==> src/hw/arb_pkg.sv <==
package arb_pkg;

  // number of merged byte streams
  localparam int NUM_INPUTS = 4;

  // payload width, one byte per beat
  localparam int DATA_W = 8;

  // width of the source index
  localparam int SRC_W = $clog2(NUM_INPUTS);

  // one payload byte
  typedef logic [DATA_W-1:0] data_t;

  // index of the input a beat came from
  typedef logic [SRC_W-1:0] src_t;

  // one bit per input
  // push, full, head valid, grant and pop all use this
  typedef logic [NUM_INPUTS-1:0] req_mask_t;

  // output item, source tag on top of the payload
  // ten bits in total
  typedef struct packed {
    src_t  src;
    data_t data;
  } beat_t;

endpackage

==> src/hw/ingress_fifo.sv <==
`timescale 1ns/1ps

module ingress_fifo #(
  parameter int FIFO_DEPTH = 4
) (
  input  logic           clk,
  input  logic           rst_n,
  input  logic           push,
  input  arb_pkg::data_t din,
  output logic           full,
  input  logic           pop,
  output logic           head_valid,
  output arb_pkg::data_t head_data
);

  import arb_pkg::*;

  // depth is a power of two, pointers wrap on their own
  localparam int PTR_W = $clog2(FIFO_DEPTH);

  typedef logic [PTR_W-1:0] ptr_t;
  // one extra bit so a full queue is told apart from an empty one
  typedef logic [PTR_W:0]   cnt_t;

  data_t mem [FIFO_DEPTH];
  ptr_t  wr_ptr;
  ptr_t  rd_ptr;
  cnt_t  count;
  logic  do_push;
  logic  do_pop;

  // pushes into a full queue are lost
  assign do_push = push && !full;
  // pop only ever acts on a real head
  assign do_pop = pop && head_valid;

  // storage array
  always_ff @(posedge clk)
  begin
    if (do_push)
    begin
      mem[wr_ptr] <= din;
    end
  end

  // pointers and fill level
  always_ff @(posedge clk)
  begin
    if (!rst_n)
    begin
      wr_ptr <= '0;
      rd_ptr <= '0;
      count  <= '0;
    end
    else
    begin
      if (do_push)
      begin
        wr_ptr <= wr_ptr + 1'b1;
      end
      if (do_pop)
      begin
        rd_ptr <= rd_ptr + 1'b1;
      end
      // simultaneous push and pop leaves the count alone
      case ({do_push, do_pop})
        2'b10:   count <= count + 1'b1;
        2'b01:   count <= count - 1'b1;
        default: count <= count;
      endcase
    end
  end

  // status levels straight from the registered count
  assign full       = (count == cnt_t'(FIFO_DEPTH));
  assign head_valid = (count != '0);

  // first word falls through, head is the oldest entry
  assign head_data = mem[rd_ptr];

  // sender has to respect in_ready
  a_no_push_full: assert property (
    @(posedge clk) disable iff (!rst_n)
    !(push && full)
  ) else $error("ingress_fifo: push while full");

  // grant stage only pops a queue that shows a head
  a_no_pop_empty: assert property (
    @(posedge clk) disable iff (!rst_n)
    !(pop && !head_valid)
  ) else $error("ingress_fifo: pop while empty");

endmodule

==> src/hw/rr_grant.sv <==
`timescale 1ns/1ps

module rr_grant (
  input  logic                                    clk,
  input  logic                                    rst_n,
  input  arb_pkg::req_mask_t                      head_valid,
  input  arb_pkg::data_t [arb_pkg::NUM_INPUTS-1:0] head_data,
  output arb_pkg::req_mask_t                      pop,
  output logic                                    cand_valid,
  output arb_pkg::beat_t                          cand_beat,
  input  logic                                    cand_ready
);

  import arb_pkg::*;

  // input that gets first look next time
  src_t ptr;
  // chosen input for this cycle
  src_t win;
  logic xfer;

  // anything waiting at all
  assign cand_valid = |head_valid;

  // beat moves into the egress stage
  assign xfer = cand_valid && cand_ready;

  // scan from the pointer upward, wrapping past the last input
  always_comb
  begin : pick_blk
    src_t idx;
    logic found;
    idx   = ptr;
    found = 1'b0;
    win   = ptr;
    for (int i = 0; i < NUM_INPUTS; i++)
    begin
      idx = src_t'(ptr + i);
      if (!found && head_valid[idx])
      begin
        win   = idx;
        found = 1'b1;
      end
    end
  end

  // tag the chosen head with its index
  always_comb
  begin
    cand_beat.src  = win;
    cand_beat.data = head_data[win];
  end

  // one pop per transfer, on the winner only
  always_comb
  begin
    pop = '0;
    if (xfer)
    begin
      pop[win] = 1'b1;
    end
  end

  // pointer jumps to just past the winner
  // so the winner goes to the back of the line
  always_ff @(posedge clk)
  begin
    if (!rst_n)
    begin
      ptr <= '0;
    end
    else if (xfer)
    begin
      ptr <= win + 1'b1;
    end
  end

  // at most one queue popped, and only a queue with a head
  a_pop_legal: assert property (
    @(posedge clk) disable iff (!rst_n)
    $onehot0(pop) && ((pop & ~head_valid) == '0)
  ) else $error("rr_grant: illegal pop vector %b, heads %b", pop, head_valid);

endmodule

==> src/hw/egress_skid.sv <==
`timescale 1ns/1ps

module egress_skid (
  input  logic           clk,
  input  logic           rst_n,
  input  logic           cand_valid,
  input  arb_pkg::beat_t cand_beat,
  output logic           cand_ready,
  output logic           out_valid,
  output arb_pkg::beat_t out_beat,
  input  logic           out_ready
);

  import arb_pkg::*;

  // spare slot, only used while the output slot is stalled
  beat_t spare_beat;
  logic  spare_valid;
  logic  take;
  logic  give;

  // room for another beat as long as the spare is free
  // comes from a flop, never from out_ready
  assign cand_ready = !spare_valid;

  assign take = cand_valid && cand_ready;
  assign give = out_valid && out_ready;

  // control flags
  always_ff @(posedge clk)
  begin
    if (!rst_n)
    begin
      out_valid   <= 1'b0;
      spare_valid <= 1'b0;
    end
    else if (!out_valid || give)
    begin
      // output slot frees up, refill from spare first
      if (spare_valid)
      begin
        out_valid   <= 1'b1;
        spare_valid <= 1'b0;
      end
      else
      begin
        out_valid <= take;
      end
    end
    else if (take)
    begin
      // output stalled, park the new beat
      spare_valid <= 1'b1;
    end
  end

  // payload registers
  always_ff @(posedge clk)
  begin
    if (!out_valid || give)
    begin
      if (spare_valid)
      begin
        out_beat <= spare_beat;
      end
      else if (take)
      begin
        out_beat <= cand_beat;
      end
    end
    else if (take)
    begin
      spare_beat <= cand_beat;
    end
  end

  // stalled beat must not move or vanish
  a_hold_stall: assert property (
    @(posedge clk) disable iff (!rst_n)
    (out_valid && !out_ready) |=> (out_valid && $stable(out_beat))
  ) else $error("egress_skid: output changed under back-pressure");

endmodule

==> src/hw/rr_merge_top.sv <==
`timescale 1ns/1ps

module rr_merge_top #(
  parameter int FIFO_DEPTH = 4
) (
  input  logic                                     clk,
  input  logic                                     rst_n,
  input  arb_pkg::req_mask_t                       push,
  input  arb_pkg::data_t [arb_pkg::NUM_INPUTS-1:0] din,
  output arb_pkg::req_mask_t                       in_ready,
  output logic                                     out_valid,
  output arb_pkg::beat_t                           out_beat,
  input  logic                                     out_ready
);

  import arb_pkg::*;

  // queue status and heads
  req_mask_t                 fifo_full;
  req_mask_t                 head_valid;
  data_t [NUM_INPUTS-1:0]    head_data;
  // pop strobes back from the grant stage
  req_mask_t                 pop;

  // grant to egress handshake
  logic  cand_valid;
  logic  cand_ready;
  beat_t cand_beat;

  // senders see the inverse of each full level
  assign in_ready = ~fifo_full;

  // one queue per input
  for (genvar g = 0; g < NUM_INPUTS; g++)
  begin : g_ingress
    ingress_fifo #(
      .FIFO_DEPTH (FIFO_DEPTH)
    ) u_fifo (
      .clk        (clk),
      .rst_n      (rst_n),
      .push       (push[g]),
      .din        (din[g]),
      .full       (fifo_full[g]),
      .pop        (pop[g]),
      .head_valid (head_valid[g]),
      .head_data  (head_data[g])
    );
  end

  // fair pick among the queue heads
  rr_grant u_grant (
    .clk        (clk),
    .rst_n      (rst_n),
    .head_valid (head_valid),
    .head_data  (head_data),
    .pop        (pop),
    .cand_valid (cand_valid),
    .cand_beat  (cand_beat),
    .cand_ready (cand_ready)
  );

  // output register with back-pressure slack
  egress_skid u_egress (
    .clk        (clk),
    .rst_n      (rst_n),
    .cand_valid (cand_valid),
    .cand_beat  (cand_beat),
    .cand_ready (cand_ready),
    .out_valid  (out_valid),
    .out_beat   (out_beat),
    .out_ready  (out_ready)
  );

endmodule

==> config.mk <==
export PLATFORM = sky130hd
export DESIGN_NAME = rr_merge_top
export DESIGN_NICKNAME = d
export VERILOG_FILES = /design/src/hw/arb_pkg.sv /design/src/hw/ingress_fifo.sv /design/src/hw/rr_grant.sv /design/src/hw/egress_skid.sv /design/src/hw/rr_merge_top.sv
export SDC_FILE = /design/constraint.sdc
export NUM_CORES = 1
export LEC_CHECK = 0
export ABC_AREA = 1
export BUFFER_PORTS_ARGS = -buffer_cell sky130_fd_sc_hd__buf_4
export CORE_MARGIN = 3
export CORE_UTILIZATION = 60
export CTS_BUF_LIST = sky130_fd_sc_hd__clkbuf_4 sky130_fd_sc_hd__clkbuf_8 sky130_fd_sc_hd__clkbuf_16
export DETAILED_ROUTE_END_ITERATION = 10
export PLACE_DENSITY = 0.85
export REMOVE_ABC_BUFFERS = 1
export SYNTH_ARGS = -nofsm -noshare
export SYNTH_HDL_FRONTEND = slang
export SYNTH_HIERARCHICAL = 1
export SYNTH_SLANG_ARGS = --single-unit
==> constraint.sdc <==
create_clock -name clk -period 3.3 [get_ports clk]
set_clock_uncertainty 0.2 [all_clocks]
set_input_delay 0.33 -clock clk [delete_from_list [all_inputs] [get_ports clk]]
set_output_delay 0.33 -clock clk [all_outputs]
set_load 0.01 [all_outputs]
==> out/metrics.cfg <==
[outcome]
status = completed

[route]
final_antenna_net_count = 0
dr.pass1.iters = 5
vias = 5965
drtIter0Drc = 613
route.detailed.drc = 0
via_per_inst = 5.384
routed_wl_mm = 16.81
routedWlPerCell_um = 15.17

[critical_path]
cp.required_ns = 3.42
crit_slowest_cell = fa_1
cpPeakStageDelay_ns = 0.38
crit_top_cell = nand2_1
cp_max_fo = 6
path_buf_inv = 4
endpoint_kind = flop
worstPathCellList = nor2_2 > nand2_2 > nand2_1 > nand3_1 > nand2_2 > nand2_2 > nor2_2 > nand2_1 > nand2_4 > inv_2 > nor3_4 > nand2_1 > inv_2 > ha_2 > inv_1 > fa_1 > inv_1 > nand2_1 > nand3_1 > nand2_1 > nand2_1 > nor2_1
cp.arrival_ns = 3.24
worstSetupPathType = reg2reg
critical-path-top-delay-family = simple AND/OR/NAND/NOR gates
critPathLaunchType = flop

[cells_and_area]
drive_gt1_share_pct = 18.45
final_common_cell = nand2_1
seqCellArea_um2 = 5246
mostFrequentLayoutCells = nand2_1 (181), edfxtp_1 (148), nor2_1 (101)
antenna_cells = 0
nNetsFinal = 982
multi_input_area_um2 = 2636
area_delta_synth_final_pct = 18.86
fillers = 911

[sta]
drv_slew = 0
hold_slack_ns = 0.01731
timing.slew.headroom_pct = 32.15
worst_pin_slew_ns = 1.018
finalHoldViolations = 0
fmax_ghz = 0.3213
finalSetupViolCount = 0
finalCritPeriodShare_pct = 94.32
setup_ws_ns = 0.1873
period_minus_slack_ns = 3.113

[floorplan]
die_width_um = 124.0
die_height_um = 124.0
die_area_um2 = 15370
core_region_area_um2 = 13450
start_util_pct = 62.08
rows = 42
pin_count = 54

[pwr]
power_density_nw_per_um2 = 929.6
p_leak_nw = 4.055
vdd_drop_max_v = 0.0007455

[clock_network]
cts-root-buf = clkbuf_16
cts_sinks = 188
clkLatencyLatePin_ns = 0.42
numCtsBuffers = 17
clkTransAtPathRegs_ns = 0.06
cts_buffer_depth = 2
h-tree-depth = 4
cts_tree = yes

[flow_run]
drv_cap = 0

[placement]
hpwl_mm = 11.10
preCtsSetupSlack_ns = 0.06686
routabilityCongestion = 0.9568
port-buffer-count = 53

[global_routing]
grt_pass1_vias = 5718
grt.overflow.total = 0
grt_pass1_wl_mm = 26.59
grt_usage_pct = 22.87
antenna_found_initial = 0
grt_max_degree = 24

[synthesis]
synth_cells = 813
yosys_warnings = 6
ys_seq_elements = 188
synthesis.area_um2 = 8352
netlist-cell-type-count = 23
avgSynthCellArea_um2 = 10.27
synth_seq_area_share_pct = 62.80

[min_path]
hold_class = in2reg

[where the power goes]
group | leakage (nW) | internal (mW) | switching (mW)
clock network | 0.299 | 1.21 | 0.796
registers | 1.70 | 3.13 | 0.239
logic | 2.05 | 1.31 | 2.54
total | 4.05 | 5.65 | 3.58
[path summary, 6_finish.rpt]
path / start / end / slack, ns / cells after the start
max: g_ingress[3].u_fifo/count[0]$_SDFFE_PN0P_ / g_ingress[3].u_fifo/count[2]$_SDFFE_PN0P_ / 0.19 / 22
min: push[2] / g_ingress[2].u_fifo/wr_ptr[1]$_SDFFE_PN0P_ / 0.02 / 3
max reg2reg: g_ingress[3].u_fifo/count[0]$_SDFFE_PN0P_ / g_ingress[3].u_fifo/count[2]$_SDFFE_PN0P_ / 0.19 / 22
min reg2reg: g_ingress[0].u_fifo/rd_ptr[1]$_SDFFE_PN0P_ / g_ingress[0].u_fifo/rd_ptr[1]$_SDFFE_PN0P_ / 0.30 / 2
[worst min-delay path: stages]
cell and delay (ns):
buf_4 0.13, nand3_1 0.08, a21oi_1 0.06
[synthesized netlist by cell type]
master	number	share of area, %
nor2_2	11	0.82
edfxtp_1	148	53
o22ai_1	32	2.4
nand3_1	37	2.2
inv_4	1	0.075
nand2_1	187	8.4
a21oi_1	22	1.3
nand4_1	2	0.15
fa_1	4	0.96
inv_2	8	0.36
ha_1	20	3.0
nand2_4	4	0.54
o21ai_1	5	0.30
o21ai_0	57	3.4
nand3_2	1	0.12
inv_1	86	3.9
dfxtp_1	40	9.6
buf_6	14	1.9
buf_4	3	0.27
nor2_1	102	4.6
nand2_2	16	1.2
o21ai_2	12	1.3
nor3_1	1	0.060
[metrics by stage]
step	setup TNS (ns)	total power, mW	utilization, %	area (um2)	std cells
final	0	9.228	73.79	9927	1108
after global routing	-0.1800	9.851	73.79	9927	1108
after CTS	0	8.873	72.88	9804	1101
after detailed placement	0	6.819	65.84	8857	1034
after global placement	0	6.692	65.84	8857	1034
after floorplan	0	5.695	-	8172	796
[repair_timing]
action,CTS,global route
hold buffers,35,0
endpoints found under the setup margin,0,6
buffers inserted,0,7
hold endpoints to repair,131,0
gates resized for setup,0,26
[sequential cells by signal, summed over array words and instances, names as in the netlist, 2 cells and up, named ones only]
| name | cells |
|---|---|
| g_ingress.u_fifo/wr_ptr | 8 |
| g_ingress.u_fifo/count | 12 |
| g_ingress.u_fifo/mem | 128 |
| u_egress/spare_beat | 10 |
| u_egress/out_beat | 10 |
| u_grant/ptr | 2 |
| g_ingress.u_fifo/rd_ptr | 8 |
[area by class of cell]
type	instances	area share, %
repair buffers	104	8.747
clock buffers	26	5.445
well taps	176	2.218
multi-input cells	513	26.56
clock inverters	6	0.5672
inverters	95	3.617
flip-flops and latches	188	52.85
[per-layer routing]
metal / GRT usage (%) / share of wire, %
met5: 0 / 0
met4: 9.993 / 2.6
met3: 4.723 / 5.5
met2: 39.13 / 51
met1: 28.20 / 41
[logic make-up (layout without fill, tap and decap cells)]
family,after synthesis,count (layout),synth area share [%]
AND/OR/NAND/NOR,361,361,18.10
flip-flops,188,188,62.80
AO/OA/AOI/OAI,128,128,8.689
buffers and inverters,112,231,6.457
adder cells (fa/ha/maj),24,24,3.955
(Power assumes the default switching activity.)
